--- src/i2c_ctrl_pkg.sv ---
`default_nettype none

package i2c_ctrl_pkg;

    //////////////////////////////////////////////////
    // Bus data
    //////////////////////////////////////////////////

    // One byte as it goes out on SDA, MSB first
    typedef logic [7:0] byte_t;

    // Power-up command list for the mezzanine board
    localparam int NUM_CMD_BYTES = 5;

    typedef logic [$clog2(NUM_CMD_BYTES)-1:0] cmd_idx_t;

    // Transaction 0 selects channel 7 on the bus switch at 7'h71
    // Transaction 1 writes the CPLD control register at 7'h3E, LED on
    localparam byte_t CMD_BYTES [NUM_CMD_BYTES] = '{
        8'hE2,
        8'h80,
        8'h7C,
        8'h02,
        8'h01
    };

    // Bit n set when byte n closes its transaction
    localparam logic [NUM_CMD_BYTES-1:0] CMD_LAST = 5'b10010;

    //////////////////////////////////////////////////
    // State and op encodings
    //////////////////////////////////////////////////

    // Ops handed from the sequencer to the bit engine
    typedef enum logic [1:0] {OP_START, OP_WRITE, OP_STOP} bus_op_e;

    // Command level, one state per outstanding op plus the end states
    typedef enum logic [2:0] {S_IDLE, S_START, S_WRITE, S_STOP, S_DONE, S_FAIL} seq_state_e;

    // Bus phase level, each phase lasts half an SCL period
    typedef enum logic [3:0] {
        P_IDLE, P_START_HI, P_START_LO, P_BIT_LOW, P_BIT_HIGH,
        P_ACK_LOW, P_ACK_HIGH, P_STOP_LOW, P_STOP_HIGH
    } phy_state_e;

endpackage

`default_nettype wire

--- src/i2c_line_filter.sv ---
`default_nettype none

module i2c_line_filter #(
    parameter int FILTER_STAGES = 2
) (
    input  logic CLK,
    input  logic reset,
    input  logic scl_i,
    input  logic sda_i,
    output logic scl_f_o,
    output logic sda_f_o
);

    // Both lines travel side by side, bit 1 is SCL and bit 0 is SDA
    logic [1:0] pad;
    logic [1:0] sync_q [FILTER_STAGES];
    logic [1:0] agree;

    assign pad = {scl_i, sda_i};

    // Last two synchronizer taps must match before the output may move
    // A one clock glitch never sits in both taps at once
    assign agree = ~(sync_q[FILTER_STAGES-1] ^ sync_q[FILTER_STAGES-2]);

    always_ff @(posedge CLK) begin
        if (reset) begin
            // Lines read as released until the chain has filled
            for (int i = 0; i < FILTER_STAGES; i++) begin
                sync_q[i] <= 2'b11;
            end
            scl_f_o <= 1'b1;
            sda_f_o <= 1'b1;
        end else begin
            sync_q[0] <= pad;
            for (int i = 1; i < FILTER_STAGES; i++) begin
                sync_q[i] <= sync_q[i-1];
            end
            // Hold the old level unless the taps agree
            if (agree[1]) begin
                scl_f_o <= sync_q[FILTER_STAGES-1][1];
            end
            if (agree[0]) begin
                sda_f_o <= sync_q[FILTER_STAGES-1][0];
            end
        end
    end

endmodule

`default_nettype wire

--- src/i2c_cmd_sequencer.sv ---
`default_nettype none

module i2c_cmd_sequencer #(
    parameter int CLK_DIV     = 4,
    parameter int MAX_RETRIES = 2
) (
    input  logic                  CLK,
    input  logic                  reset,
    input  logic                  scl_f_i,
    input  logic                  sda_f_i,
    input  logic                  op_done_i,
    input  logic                  ack_ok_i,
    output logic                  op_go_o,
    output i2c_ctrl_pkg::bus_op_e op_o,
    output i2c_ctrl_pkg::byte_t   op_byte_o,
    output logic                  done_o,
    output logic                  fail_o,
    output logic                  busy_o
);

    import i2c_ctrl_pkg::*;

    // Bus must read free for a full SCL period before the first start
    localparam int IDLE_CYCLES = 4 * CLK_DIV;
    localparam int IW          = $clog2(IDLE_CYCLES + 1);
    // Room for one count past the limit
    localparam int RW          = $clog2(MAX_RETRIES + 2);

    seq_state_e    state_q;
    cmd_idx_t      idx_q;
    cmd_idx_t      first_idx_q;
    logic [IW-1:0] idle_cnt_q;
    logic [RW-1:0] retry_cnt_q;
    logic          nack_q;
    logic          bus_free;

    assign bus_free = scl_f_i && sda_f_i;

    //////////////////////////////////////////////////
    // Op and status outputs
    //////////////////////////////////////////////////

    // State already names the op in the op_go cycle
    always_comb begin
        case (state_q)
            S_START: op_o = OP_START;
            S_WRITE: op_o = OP_WRITE;
            default: op_o = OP_STOP;
        endcase
    end

    assign op_byte_o = CMD_BYTES[idx_q];

    assign done_o = (state_q == S_DONE);
    assign fail_o = (state_q == S_FAIL);
    assign busy_o = (state_q != S_IDLE) && !done_o && !fail_o;

    //////////////////////////////////////////////////
    // Command walk
    //////////////////////////////////////////////////

    always_ff @(posedge CLK) begin
        if (reset) begin
            state_q     <= S_IDLE;
            idx_q       <= '0;
            first_idx_q <= '0;
            idle_cnt_q  <= '0;
            retry_cnt_q <= '0;
            nack_q      <= 1'b0;
            op_go_o     <= 1'b0;
        end else begin
            op_go_o <= 1'b0;
            case (state_q)
                S_IDLE: begin
                    // Any low level restarts the free-bus count
                    if (!bus_free) begin
                        idle_cnt_q <= '0;
                    end else if (idle_cnt_q == IW'(IDLE_CYCLES - 1)) begin
                        op_go_o <= 1'b1;
                        state_q <= S_START;
                    end else begin
                        idle_cnt_q <= idle_cnt_q + 1'b1;
                    end
                end
                S_START: begin
                    if (op_done_i) begin
                        op_go_o <= 1'b1;
                        state_q <= S_WRITE;
                    end
                end
                S_WRITE: begin
                    if (op_done_i) begin
                        // Stop unless an acked byte has more behind it
                        op_go_o <= 1'b1;
                        state_q <= S_STOP;
                        if (!ack_ok_i) begin
                            nack_q      <= 1'b1;
                            retry_cnt_q <= retry_cnt_q + 1'b1;
                        end else if (!CMD_LAST[idx_q]) begin
                            idx_q   <= idx_q + 1'b1;
                            state_q <= S_WRITE;
                        end else begin
                            nack_q <= 1'b0;
                        end
                    end
                end
                S_STOP: begin
                    if (op_done_i) begin
                        if (nack_q) begin
                            // Failed attempt, go again from the address byte
                            if (retry_cnt_q > RW'(MAX_RETRIES)) begin
                                state_q <= S_FAIL;
                            end else begin
                                idx_q   <= first_idx_q;
                                op_go_o <= 1'b1;
                                state_q <= S_START;
                            end
                        end else if (idx_q == cmd_idx_t'(NUM_CMD_BYTES - 1)) begin
                            state_q <= S_DONE;
                        end else begin
                            // Next transaction gets a fresh retry budget
                            idx_q       <= idx_q + 1'b1;
                            first_idx_q <= idx_q + 1'b1;
                            retry_cnt_q <= '0;
                            op_go_o     <= 1'b1;
                            state_q     <= S_START;
                        end
                    end
                end
                default: begin
                    // S_DONE and S_FAIL hold until reset
                end
            endcase
        end
    end

endmodule

`default_nettype wire

--- src/i2c_bit_engine.sv ---
`default_nettype none

module i2c_bit_engine #(
    parameter int CLK_DIV      = 4,
    parameter int SETUP_CYCLES = 1
) (
    input  logic                  CLK,
    input  logic                  reset,
    input  logic                  op_go_i,
    input  i2c_ctrl_pkg::bus_op_e op_i,
    input  i2c_ctrl_pkg::byte_t   op_byte_i,
    input  logic                  sda_f_i,
    output logic                  op_done_o,
    output logic                  ack_ok_o,
    output logic                  scl_oe_o,
    output logic                  sda_oe_o
);

    import i2c_ctrl_pkg::*;

    // Wide enough for CLK_DIV-1 and for SETUP_CYCLES
    localparam int QW = $clog2(CLK_DIV + 1);

    phy_state_e    state_q;
    logic [QW-1:0] q_cnt_q;
    logic          q_sub_q;
    logic [QW-1:0] setup_cnt_q;
    logic [2:0]    bit_cnt_q;
    byte_t         sh_q;
    logic          quarter_end;
    logic          phase_end;
    logic          setup_hit;

    //////////////////////////////////////////////////
    // SCL timing generator
    //////////////////////////////////////////////////

    // Two quarters make one phase, SCL moves only on phase boundaries
    assign quarter_end = (q_cnt_q == QW'(CLK_DIV - 1));
    assign phase_end   = quarter_end && q_sub_q;

    always_ff @(posedge CLK) begin
        if (reset) begin
            q_cnt_q <= '0;
            q_sub_q <= 1'b0;
        end else if (state_q == P_IDLE || phase_end) begin
            // Restarts with every op so op timing is exact
            q_cnt_q <= '0;
            q_sub_q <= 1'b0;
        end else if (quarter_end) begin
            q_cnt_q <= '0;
            q_sub_q <= 1'b1;
        end else begin
            q_cnt_q <= q_cnt_q + 1'b1;
        end
    end

    // Data setup delay after SCL falls, SETUP_CYCLES is at least 1
    assign setup_hit = (setup_cnt_q == QW'(1));

    //////////////////////////////////////////////////
    // Byte shifter
    //////////////////////////////////////////////////

    always_ff @(posedge CLK) begin
        if (state_q == P_IDLE && op_go_i) begin
            sh_q <= op_byte_i;
        end else if (state_q == P_BIT_HIGH && phase_end) begin
            sh_q <= {sh_q[6:0], 1'b0};
        end
    end

    //////////////////////////////////////////////////
    // Bus phase FSM
    //////////////////////////////////////////////////

    always_ff @(posedge CLK) begin
        if (reset) begin
            state_q     <= P_IDLE;
            scl_oe_o    <= 1'b0;
            sda_oe_o    <= 1'b0;
            op_done_o   <= 1'b0;
            ack_ok_o    <= 1'b0;
            setup_cnt_q <= '0;
            bit_cnt_q   <= '0;
        end else begin
            op_done_o <= 1'b0;
            if (setup_cnt_q != '0) begin
                setup_cnt_q <= setup_cnt_q - 1'b1;
            end
            case (state_q)
                // Lines keep whatever the last op left on them
                P_IDLE: begin
                    if (op_go_i) begin
                        case (op_i)
                            OP_START: state_q <= P_START_HI;
                            OP_WRITE: begin
                                state_q     <= P_BIT_LOW;
                                bit_cnt_q   <= 3'd7;
                                setup_cnt_q <= QW'(SETUP_CYCLES);
                            end
                            default: begin
                                state_q     <= P_STOP_LOW;
                                setup_cnt_q <= QW'(SETUP_CYCLES);
                            end
                        endcase
                    end
                end
                // Start is SDA falling while SCL is high
                P_START_HI: begin
                    if (phase_end) begin
                        sda_oe_o <= 1'b1;
                        state_q  <= P_START_LO;
                    end
                end
                P_START_LO: begin
                    if (phase_end) begin
                        scl_oe_o  <= 1'b1;
                        op_done_o <= 1'b1;
                        state_q   <= P_IDLE;
                    end
                end
                P_BIT_LOW: begin
                    // Open drain, a 1 bit releases the line
                    if (setup_hit) begin
                        sda_oe_o <= ~sh_q[7];
                    end
                    if (phase_end) begin
                        scl_oe_o <= 1'b0;
                        state_q  <= P_BIT_HIGH;
                    end
                end
                P_BIT_HIGH: begin
                    if (phase_end) begin
                        scl_oe_o    <= 1'b1;
                        setup_cnt_q <= QW'(SETUP_CYCLES);
                        if (bit_cnt_q == 3'd0) begin
                            state_q <= P_ACK_LOW;
                        end else begin
                            bit_cnt_q <= bit_cnt_q - 1'b1;
                            state_q   <= P_BIT_LOW;
                        end
                    end
                end
                // Hand SDA to the slave for the ninth bit
                P_ACK_LOW: begin
                    if (setup_hit) begin
                        sda_oe_o <= 1'b0;
                    end
                    if (phase_end) begin
                        scl_oe_o <= 1'b0;
                        state_q  <= P_ACK_HIGH;
                    end
                end
                P_ACK_HIGH: begin
                    // Sample at the very end of SCL high, slave pulls low for ack
                    if (phase_end) begin
                        scl_oe_o  <= 1'b1;
                        ack_ok_o  <= ~sda_f_i;
                        op_done_o <= 1'b1;
                        state_q   <= P_IDLE;
                    end
                end
                // Stop is SDA rising while SCL is high, so pull SDA low first
                P_STOP_LOW: begin
                    if (setup_hit) begin
                        sda_oe_o <= 1'b1;
                    end
                    if (phase_end) begin
                        scl_oe_o <= 1'b0;
                        state_q  <= P_STOP_HIGH;
                    end
                end
                P_STOP_HIGH: begin
                    if (phase_end) begin
                        sda_oe_o  <= 1'b0;
                        op_done_o <= 1'b1;
                        state_q   <= P_IDLE;
                    end
                end
                default: state_q <= P_IDLE;
            endcase
        end
    end

endmodule

`default_nettype wire

--- src/i2c_ctrl_top.sv ---
`default_nettype none

module i2c_ctrl_top #(
    parameter int CLK_DIV       = 4,
    parameter int SETUP_CYCLES  = 1,
    parameter int FILTER_STAGES = 2,
    parameter int MAX_RETRIES   = 2
) (
    input  logic CLK,
    input  logic reset,
    input  logic scl_i,
    input  logic sda_i,
    output logic scl_oe_o,
    output logic sda_oe_o,
    output logic done_o,
    output logic fail_o,
    output logic busy_o
);

    import i2c_ctrl_pkg::*;

    // Filtered pad levels
    logic    scl_f;
    logic    sda_f;

    // Op channel, one op in flight at a time
    logic    op_go;
    bus_op_e op;
    byte_t   op_byte;
    logic    op_done;
    logic    ack_ok;

    //////////////////////////////////////////////////
    // Front end, decode and execute
    //////////////////////////////////////////////////

    i2c_line_filter #(
        .FILTER_STAGES (FILTER_STAGES)
    ) u_filter (
        .CLK     (CLK),
        .reset   (reset),
        .scl_i   (scl_i),
        .sda_i   (sda_i),
        .scl_f_o (scl_f),
        .sda_f_o (sda_f)
    );

    i2c_cmd_sequencer #(
        .CLK_DIV     (CLK_DIV),
        .MAX_RETRIES (MAX_RETRIES)
    ) u_seq (
        .CLK       (CLK),
        .reset     (reset),
        .scl_f_i   (scl_f),
        .sda_f_i   (sda_f),
        .op_done_i (op_done),
        .ack_ok_i  (ack_ok),
        .op_go_o   (op_go),
        .op_o      (op),
        .op_byte_o (op_byte),
        .done_o    (done_o),
        .fail_o    (fail_o),
        .busy_o    (busy_o)
    );

    // SCL is driven only, no clock stretching
    i2c_bit_engine #(
        .CLK_DIV      (CLK_DIV),
        .SETUP_CYCLES (SETUP_CYCLES)
    ) u_engine (
        .CLK       (CLK),
        .reset     (reset),
        .op_go_i   (op_go),
        .op_i      (op),
        .op_byte_i (op_byte),
        .sda_f_i   (sda_f),
        .op_done_o (op_done),
        .ack_ok_o  (ack_ok),
        .scl_oe_o  (scl_oe_o),
        .sda_oe_o  (sda_oe_o)
    );

endmodule

`default_nettype wire

--- config.mk ---
export PLATFORM = sky130hd
export DESIGN_NAME = i2c_ctrl_top
export DESIGN_NICKNAME = d
export VERILOG_FILES = /design/src/i2c_ctrl_pkg.sv /design/src/i2c_line_filter.sv /design/src/i2c_cmd_sequencer.sv /design/src/i2c_bit_engine.sv /design/src/i2c_ctrl_top.sv
export SDC_FILE = /design/constraint.sdc
export NUM_CORES = 1
export LEC_CHECK = 0
export ABC_CLOCK_PERIOD_IN_PS = 2000
export BUFFER_PORTS_ARGS = -buffer_cell sky130_fd_sc_hd__buf_2
export CAP_MARGIN = 0
export CORE_UTILIZATION = 61
export DETAILED_ROUTE_END_ITERATION = 10
export PLACE_DENSITY = 0.76
export REMOVE_ABC_BUFFERS = 1
export SYNTH_ARGS = -nofsm -noshare
export SYNTH_HDL_FRONTEND = slang
export SYNTH_SLANG_ARGS = --single-unit
--- constraint.sdc ---
create_clock -name CLK -period 2 [get_ports CLK]
set_input_delay 0.4 -clock CLK [delete_from_list [all_inputs] [get_ports CLK]]
set_output_delay 0.4 -clock CLK [all_outputs]
set_load 0.02 [all_outputs]
# Yosys cells after proc, flatten, opt, wreduce, memory -nomap -nowiden
# Memory sizes are Yosys's and may differ from the RTL's. A register that Yosys moved wholly into a read port is not among the register bits.
# Index checks and enable logic that the tools add are counted.
[totals]
regBits = 46
latch_bits = 0
ram_bits = 4
mem_bits_ro = 72
inputBits = 4
wordCells = 205
mem_count = 3
[classes]
n_addsub = 6
mul = 0
div_mod_pow = 0
magnitude_cmp = 3
eq_ne = 47
n_shift = 0
n_mux = 78
bitwise_logic = 10
n_reduce_logical = 39
[mem_list]
columns = ["name", "depth", "width", "rd", "rd_clocked_by_memory_dff", "wr", "line", "text"]
rows = [
  ["(no name shown)", 8, 8, 1, 0, 0, "i2c_cmd_sequencer.sv:52", "assign op_byte_o = CMD_BYTES[idx_q];"],
  ["(no name shown)", 8, 1, 1, 1, 0, "i2c_cmd_sequencer.sv:99", "end else if (!CMD_LAST[idx_q]) begin"],
  ["u_filter.sync_q", 2, 2, 2, 0, 2, "i2c_line_filter.sv:16", "logic [1:0] sync_q [FILTER_STAGES];"],
]
[op_table]
columns = ["operator", "count"]
rows = [
  ["$mux W3", 27],
  ["$ne A2 B1 Y1 const B", 18],
  ["$mux W8", 4],
  ["$mux W4", 7],
  ["$pmux W4 S7", 1],
  ["$pmux W3 S2", 4],
  ["$mux W1", 20],
  ["$ne A2 B2 Y1 const B", 9],
  ["$reduce_and A6 Y1", 3],
  ["$eq A4 B3 Y1 const B", 4],
  ["$mux W2", 7],
  ["$reduce_and A7 Y1", 2],
  ["$pmux W3 S4", 1],
  ["$reduce_or A3 Y1", 4],
  ["$mux W5", 2],
  ["$eq A3 B2 Y1 const B", 3],
  ["$eq A3 B3 Y1 const B", 3],
  ["$eq A4 B2 Y1 const B", 2],
  ["$pmux W2 S2", 2],
  ["$reduce_bool A2 Y1", 4],
  ["$add A3 B1 Y3 const B", 2],
  ["$eq A3 B1 Y1 const B", 2],
  ["$logic_and A1 B1 Y1", 6],
  ["$logic_not A3 Y1", 2],
  ["other kinds (32)", 44],
]

# Depth between registers and ports, before layout
# Gate-level depths: netlist (run 1).
[depth]
word_depth = 8
ltp_mapped = 7
depth_no_buf = 7

# Hierarchy
# Synthesis (run 1) repeated with hierarchy kept, for this count alone.
[hier_totals]
hier_cells = 292
area_unflattened_um2 = 2736.4
[by_module_without_submodules]
columns = ["mod", "n_inst", "cells_each", "area_each_um2", "seq_area_each_um2"]
rows = [
  ["i2c_bit_engine", 1, 132, 1348.8, 600.6],
  ["i2c_cmd_sequencer", 1, 144, 1209.9, 380.4],
  ["i2c_line_filter", 1, 16, 177.7, 120.1],
]

# Worst setup path before layout (run 1)
# Ideal clock, no wire load.
[synth_timing]
kind = "register -> output"
startpoint = "register u_seq.state_q[0]"
endpoint = "output fail_o"
arrival_time_ps = 1332
path_slack_ps = 268
path_stages_with_launch = 4
path_buffers = 2
path_cell_list = "dfxtp_1 -> buf_2 -> clkbuf_1 -> nor3b_1"
[synth_between]
elab_chain_len = 1
[synth_lines]
columns = ["element", "line", "text"]
rows = [
  ["start: declaration", "i2c_cmd_sequencer.sv:29", "seq_state_e state_q;"],
  ["start signal: assignment", "i2c_cmd_sequencer.sv:64", "state_q <= S_IDLE;"],
  ["start signal: assignment", "i2c_cmd_sequencer.sv:80", "state_q <= S_START;"],
  ["start signal: assignment", "i2c_cmd_sequencer.sv:88", "state_q <= S_WRITE;"],
  ["$eq A3 B3 Y1", "i2c_cmd_sequencer.sv:55", "assign fail_o = (state_q == S_FAIL);"],
  ["end: declaration", "i2c_ctrl_top.sv:16", "output logic fail_o,"],
]
# Every way passes these cells.

# Final worst setup path (run 1)
[layout_timing]
startpoint = "register u_engine.q_cnt_q[0]"
endpoint = "register u_engine.sh_q[0] (enable)"
[layout_between]
elab_chain_len = 4
[layout_lines]
columns = ["element", "line", "text"]
rows = [
  ["start: declaration", "i2c_bit_engine.sv:25", "logic [QW-1:0] q_cnt_q;"],
  ["start signal: assignment", "i2c_bit_engine.sv:54", "q_cnt_q <= q_cnt_q + 1'b1;"],
  ["$eq A3 B2 Y1", "i2c_bit_engine.sv:39", "assign quarter_end = (q_cnt_q == QW'(CLK_DIV - 1));"],
  ["$logic_and A1 B1 Y1", "i2c_bit_engine.sv:40", "assign phase_end = quarter_end && q_sub_q;"],
  ["$logic_and A1 B1 Y1", "i2c_bit_engine.sv:68", "end else if (state_q == P_BIT_HIGH && phase_end) begin"],
  ["$reduce_bool A2 Y1 (no source line)", "-", ""],
  ["end signal: assignment", "i2c_bit_engine.sv:67", "sh_q <= op_byte_i;"],
  ["end signal: assignment", "i2c_bit_engine.sv:69", "sh_q <= {sh_q[6:0], 1'b0};"],
  ["end: declaration", "i2c_bit_engine.sv:29", "byte_t sh_q;"],
]
# Every way passes these cells.
# A chain may end at the register's enable or synchronous reset.

==> flow_summary.json, run 1 <==
{
  "ys_seq_elements": 51,
  "ys.flop_type": "dfxtp_1",
  "wl_per_cell_um": 14.0,
  "startpoint_type": "flop",
  "hold_viol": 0,
  "synthArstFlopShare_pct": 0,
  "dp_hpwl_mm": 3.47,
  "crit_top_cell": "ha_1",
  "nFillCells": 349,
  "path_delay_family": "simple AND/OR/NAND/NOR gates",
  "final_common_cell": "dfxtp_1",
  "firstDrtPassIters": 4,
  "gp_congestion": 0.897,
  "path_buf_inv": 0,
  "clk_pin_slew_ps": 90,
  "cp_slowest_stage_delay_ps": 350,
  "drv_slew": 0,
  "cap_viol_max_count": 0,
  "power.total_mw": 1.84,
  "tightest_slew_ps": 569,
  "grt_max_degree": 30,
  "cts_tree": "yes",
  "yosys_warnings": 0,
  "path_cells": "ha_1 > ha_1 > nand3_1 > or2_1 > nand2_1",
  "netlist_instances": 285,
  "place_area_um2": 2720,
  "syn_avg_cell_area_um2": 9.14,
  "io_pins": 9,
  "viasPerCell": 5.86,
  "cp_max_fo": 8,
  "synth_cell_types": 54,
  "finalSetupViolCount": 0,
  "hold_path_class": "primary input to flop",
  "fin_crit_sh_pct": 94.3,
  "final_cell_mix": "dfxtp_1 (42), nor2_1 (29), a21oi_1 (17), inv_1 (14), ha_1 (13)",
  "grt_pass1_wl_mm": 8.07,
  "die_h_um": 67.4,
  "powerDensity_nw_per_um2": 657,
  "cts-buffers-inserted": 5,
  "fin_crit_ps": 1890,
  "ys_seq_area_share_pct": 42.3,
  "area_growth_pct": 7.54,
  "rows": 23,
  "dieArea_um2": 4540,
  "end_kind": "flop",
  "tns_ps": 0,
  "nets": 312,
  "multi_input_area_um2": 1370,
  "antenna-diode-count": 0,
  "critPathKind": "flop to flop",
  "seqCellArea_um2": 1100,
  "htreeDepth": 2,
  "cellLeakagePower_nw": 1.10,
  "drive_gt1_share_pct": 13.5,
  "ir_drop_uv": 381,
  "drtAntennaViolNets": 0,
  "outcome": "completed",
  "clock_latency_ps": 300,
  "rsz0062_at_grt": "no",
  "die-width_um": 67.4,
  "netlist_area_um2": 2600,
  "drt_iter0_drc": 139,
  "start_util_pct": 64.2,
  "synth-edff-count": 8,
  "arrival_ps": 1860,
  "grt_pass1_vias": 1831,
  "cts-root-buf": "clkbuf_8",
  "final_area_um2": 2800,
  "clock_path_buffers": 2,
  "coreArea_um2": 4060,
  "cts.sinks": 51,
  "postCtsHoldBufs": 0,
  "wl_mm": 4.85,
  "grt_overflow": 0,
  "grt_antenna_before_repair": 0,
  "cp_slowest_cell": "dfxtp_1",
  "cp.required_ps": 1970,
  "drcViolationCount": 0,
  "fin_skew_ps": 9.05,
  "port_buffers": 8,
  "num_vias": 2029,
  "slew_headroom_pct": 61.9,
  "track_usage_pct": 23.6,
  "fmax_mhz": 530
}
## synthesized netlist by cell type, types with 4 or more instances
cell type / number / area [um^2]
a21o_1: 6 / 45.0
nor2b_1: 6 / 37.5
inv_1: 14 / 52.6
o31ai_1: 6 / 45.0
a211oi_1: 6 / 45.0
a31oi_1: 5 / 31.3
nand3b_1: 4 / 30.0
nand2b_1: 7 / 43.8
nor4_1: 4 / 25.0
o21ai_0: 10 / 50.1
nor3_1: 11 / 55.1
clkbuf_1: 12 / 45.0
ha_1: 13 / 163
nand3_1: 5 / 25.0
nor3b_1: 4 / 30.0
nand2_1: 12 / 45.0
dfxtp_1: 43 / 861
or2_2: 5 / 31.3
mux2i_1: 8 / 80.1
edfxtp_1: 8 / 240
nor2_1: 29 / 109
a21oi_1: 17 / 85.1
## kinds of logic after synthesis
kind of cell | count (synthesis) | share of synthesized area (%)
AO/OA/AOI/OAI | 69 | 17.7
XOR/XNOR | 5 | 1.68
adder cells (fa/ha/maj) | 13 | 6.24
flip-flops | 51 | 42.3
AND/OR/NAND/NOR | 107 | 23.5
buffers and inverters | 31 | 5.04
multiplexers | 9 | 3.51
## registers in the layout, indices dropped and copies added (netlist names), named ones only
signal,count
u_seq.idx_q,3
u_engine.scl_oe_o,1
u_filter.scl_f_o,1
u_engine.sda_oe_o,1
u_filter.sync_q,4
u_seq.retry_cnt_q,2
u_engine.state_q,4
u_engine.sh_q,8
u_engine.ack_ok_o,1
u_seq.op_go_o,1
u_engine.q_cnt_q,3
u_seq.state_q,3
u_seq.idle_cnt_q,5
u_seq.nack_q,1
u_filter.sda_f_o,1
u_seq.first_idx_q,3
u_engine.q_sub_q,1
u_engine.bit_cnt_q,3
u_engine.op_done_o,1
u_engine.setup_cnt_q,3
## worst paths after layout
check / start / endpoint / slack, ps / cells after the start
hold / removal: scl_i / u_filter.sync_q[0][1]$_SDFF_PP1_ / 290 / 2
hold reg to reg: u_engine.q_cnt_q[0]$_SDFF_PP0_ / u_engine.q_cnt_q[0]$_SDFF_PP0_ / 440 / 1
setup / recovery: u_engine.q_cnt_q[0]$_SDFF_PP0_ / u_engine.sh_q[0]$_SDFFCE_PP0P_ / 110 / 5
setup reg to reg: u_engine.q_cnt_q[0]$_SDFF_PP0_ / u_engine.sh_q[0]$_SDFFCE_PP0P_ / 110 / 5
## timing repair
action	in CTS	in global routing
resized for setup	0	1
setup endpoints to repair	0	3
buffers inserted	0	0
## stage by stage
stage	hold slack, ps	cells	util (%)	setup slack (ps)
final	288	346	69.0	113
after global routing	273	346	69.0	1.19
after CTS	277	346	69.0	69.0
after detailed placement	426	338	67.0	119
after global placement	414	338	67.0	204
after floorplan	404	268	-	304
## worst register-to-register path: stages, from the launching register on
cell	delay, ps
dfxtp_1	350
ha_1	160
ha_1	300
nand3_1	200
or2_1	290
nand2_1	270
## cell type report
type / instances / share of cell area, %
multi-input cells: 203 / 49.0
clock buffers: 7 / 2.72
inverters: 14 / 1.88
clock inverters: 1 / 0.179
flip-flops and latches: 51 / 39.3
repair buffers: 20 / 4.64
well taps: 50 / 2.23
## metal layers
metal  vias to the layer above  global-route usage [%]  share of wire (%)
li1                       1047                       -                  -
met3                         9                    5.41                2.9
met5                         -                       0                  0
met2                        34                    37.9                 47
met1                       939                    30.2                 49
met4                         0                    10.1                1.6
## power by group
group	switching, mW	internal [mW]
Combinational	0.0959	0.0883
Sequential	0.0221	1.07
Clock	0.316	0.246
Total	0.434	1.41
Note: power is estimated with default switching activity, not from simulation.
==> inputs of run 2 (changes only) <==
--- a/config.mk
+++ b/config.mk
@@ -5,13 +5,15 @@
 export SDC_FILE = /design/constraint.sdc
 export NUM_CORES = 1
 export LEC_CHECK = 0
-export ABC_CLOCK_PERIOD_IN_PS = 2000
+export ABC_CLOCK_PERIOD_IN_PS = 2300
 export BUFFER_PORTS_ARGS = -buffer_cell sky130_fd_sc_hd__buf_2
 export CAP_MARGIN = 0
-export CORE_UTILIZATION = 61
+export CORE_ASPECT_RATIO = 1.2
+export CORE_UTILIZATION = 65
 export DETAILED_ROUTE_END_ITERATION = 10
-export PLACE_DENSITY = 0.76
+export PLACE_DENSITY = 0.8
 export REMOVE_ABC_BUFFERS = 1
 export SYNTH_ARGS = -nofsm -noshare
 export SYNTH_HDL_FRONTEND = slang
+export SYNTH_HIERARCHICAL = 1
 export SYNTH_SLANG_ARGS = --single-unit
==> constraint.sdc (replaced) <==
create_clock -name CLK -period 2.3 [get_ports CLK]
set_input_delay 0.46 -clock CLK [delete_from_list [all_inputs] [get_ports CLK]]
set_output_delay 0.46 -clock CLK [all_outputs]
set_load 0.02 [all_outputs]
==> run 2 against run 1 <==
Critical path depth shrank 1. Combinational power fell by 5%. First-iteration DRC count decreased by 11%. Via count rose by 4.3%. Critical endpoint is now fail_o. Largest cell class unchanged. Highest routed layer unchanged.
==> flow_summary.json, run 2 <==
{
  "wl_mm": 5.12,
  "hold_viol": 0,
  "outcome": "completed",
  "io_pins": 9,
  "synth.top_cell.area_share_pct": 31.5,
  "dieArea_um2": 4470,
  "multi_input_area_um2": 1470,
  "drcViolationCount": 0,
  "cp_max_fo": 12,
  "synthArstFlopShare_pct": 0,
  "ys_top_cells_by_count": "dfxtp_1 (43), nor2_1 (31), a21oi_1 (24)",
  "fin_crit_sh_pct": 84.3,
  "yosysMostFrequentCell": "dfxtp_1",
  "netlist_instances": 292,
  "power.total_mw": 1.85,
  "nets": 309,
  "grt_overflow": 0,
  "cts-buffers-inserted": 5,
  "hold_path_class": "primary input to flop",
  "num_vias": 2117,
  "fin_skew_ps": 5.75,
  "fmax_mhz": 516,
  "grt_max_degree": 23,
  "port_buffers": 8,
  "synthTopCellsByArea": "dfxtp_1 (31%), edfxtp_1 (8.8%), ha_1 (5.9%)",
  "netlist_area_um2": 2740,
  "ir_drop_uv": 410,
  "final_cell_mix": "dfxtp_1 (43), nor2_1 (31), a21oi_1 (24), inv_1 (15), ha_1 (13)",
  "cts_setup_buffers": 0,
  "finalSetupViolCount": 0,
  "final_common_cell": "dfxtp_1",
  "clock_latency_ps": 300,
  "largest_register": "u_engine/sh_q",
  "cap_viol_max_count": 0,
  "wl_per_cell_um": 14.7,
  "dp_hpwl_mm": 3.50,
  "postCtsHoldBufs": 0,
  "nFillCells": 320,
  "rsz0062_at_grt": "no",
  "seqCellArea_um2": 1100,
  "cts-root-buf": "clkbuf_8",
  "drt_iter0_drc": 124,
  "cts_tree": "yes",
  "yosysTopAreaCell": "dfxtp_1",
  "cp.required_ps": 1840,
  "drtAntennaViolNets": 0,
  "firstDrtPassIters": 4,
  "grt_antenna_before_repair": 0,
  "cts.sinks": 51,
  "end_kind": "output port",
  "die_h_um": 73.1,
  "arrival_ps": 1480,
  "rows": 25,
  "fin_crit_ps": 1940,
  "powerDensity_nw_per_um2": 641,
  "ys_seq_area_share_pct": 40.2,
  "antenna-diode-count": 0,
  "ys_seq_elements": 51,
  "die-width_um": 61.2,
  "slew_headroom_pct": 66.6,
  "track_usage_pct": 25.2,
  "drv_slew": 0,
  "start_util_pct": 68.9,
  "largest_reg_flops": 8,
  "synth-edff-count": 8,
  "drive_gt1_share_pct": 13.7,
  "tns_ps": 0,
  "post-route-util_pct": 72.7,
  "fin_cells": 347,
  "ys.flop_type": "dfxtp_1",
  "htreeDepth": 2,
  "grt_pass1_vias": 1980,
  "startpoint_type": "flop",
  "hold-worst-slack_ps": 325,
  "syn_avg_cell_area_um2": 9.37,
  "clock_path_buffers": 2,
  "yosys_warnings": 6,
  "critPathKind": "flop to output port",
  "cellLeakagePower_nw": 1.12,
  "synth_cell_types": 60,
  "grt_pass1_wl_mm": 8.56,
  "dp.cells": 339,
  "gp_congestion": 0.788,
  "area_growth_pct": 5.58,
  "tightest_slew_ps": 501,
  "reg_top3": "u_engine/sh_q: 8 flops, u_seq/idle_cnt_q: 5 flops",
  "viasPerCell": 6.10,
  "coreArea_um2": 3970,
  "clk_pin_slew_ps": 90,
  "cts_resized": 0
}
[run 2: metrics by stage]
step / setup slack, ps / cell area (um^2)
after floorplan: 613 / 2630
after global placement: 515 / 2760
after detailed placement: 428 / 2760
after CTS: 376 / 2890
after global routing: 268 / 2890
final: 362 / 2890
[run 2: worst paths after layout]
check / startpoint / end / slack, ps / cells after the start
setup reg to reg: u_engine/q_cnt_q[0]$_SDFF_PP0_ / u_engine/sh_q[3]$_DFFE_PP_ / 390 / 4
hold reg to reg: u_engine/q_cnt_q[0]$_SDFF_PP0_ / u_engine/q_cnt_q[0]$_SDFF_PP0_ / 440 / 1
hold / removal: scl_i / u_filter/sync_q[0][1]$_SDFF_PP1_ / 320 / 2
setup / recovery: u_seq/state_q[0]$_SDFFE_PP0P_ / fail_o / 360 / 4
[run 2: cells by family (layout without fill, tap and decap cells)]
group / after synthesis / in the layout / share of synthesized area [%]
fa+ha+maj: 13 / 13 / 5.94
compound gates: 65 / 65 / 16.8
simple gates: 108 / 108 / 22.7
mux: 17 / 17 / 6.58
xor+xnor: 5 / 5 / 1.60
buf+inv: 33 / 34 / 6.08
flops: 51 / 51 / 40.2
[run 2: power by group]
group | internal, mW | total, mW | leakage [nW] | switching, mW
registers | 0.933 | 0.956 | 0.421 | 0.0227
clock network | 0.435 | 0.720 | 0.0654 | 0.286
logic | 0.0878 | 0.174 | 0.633 | 0.0864
total | 1.46 | 1.85 | 1.12 | 0.395
[run 2: critical path: stages, from the launching register on]
cell	delay (ps)
dfxtp_1	620
buf_4	240
nand2_1	60
nor2_1	80
buf_2	170
[run 2: final cells by class]
class                   count  share of cell area (%)
inverters                  15                    1.95
repair buffers             11                    2.17
clock buffers               6                    2.51
well taps                  54                    2.34
clock inverters             2                    2.08
flip-flops and latches     51                    38.1
multi-input cells         208                    50.8
[run 2: layer usage]
layer / part of all wire, % / GRT usage (%)
met5: 0 / 0
met4: 1.2 / 8.08
met3: 3.7 / 4.08
met2: 49 / 43.6
met1: 46 / 31.2
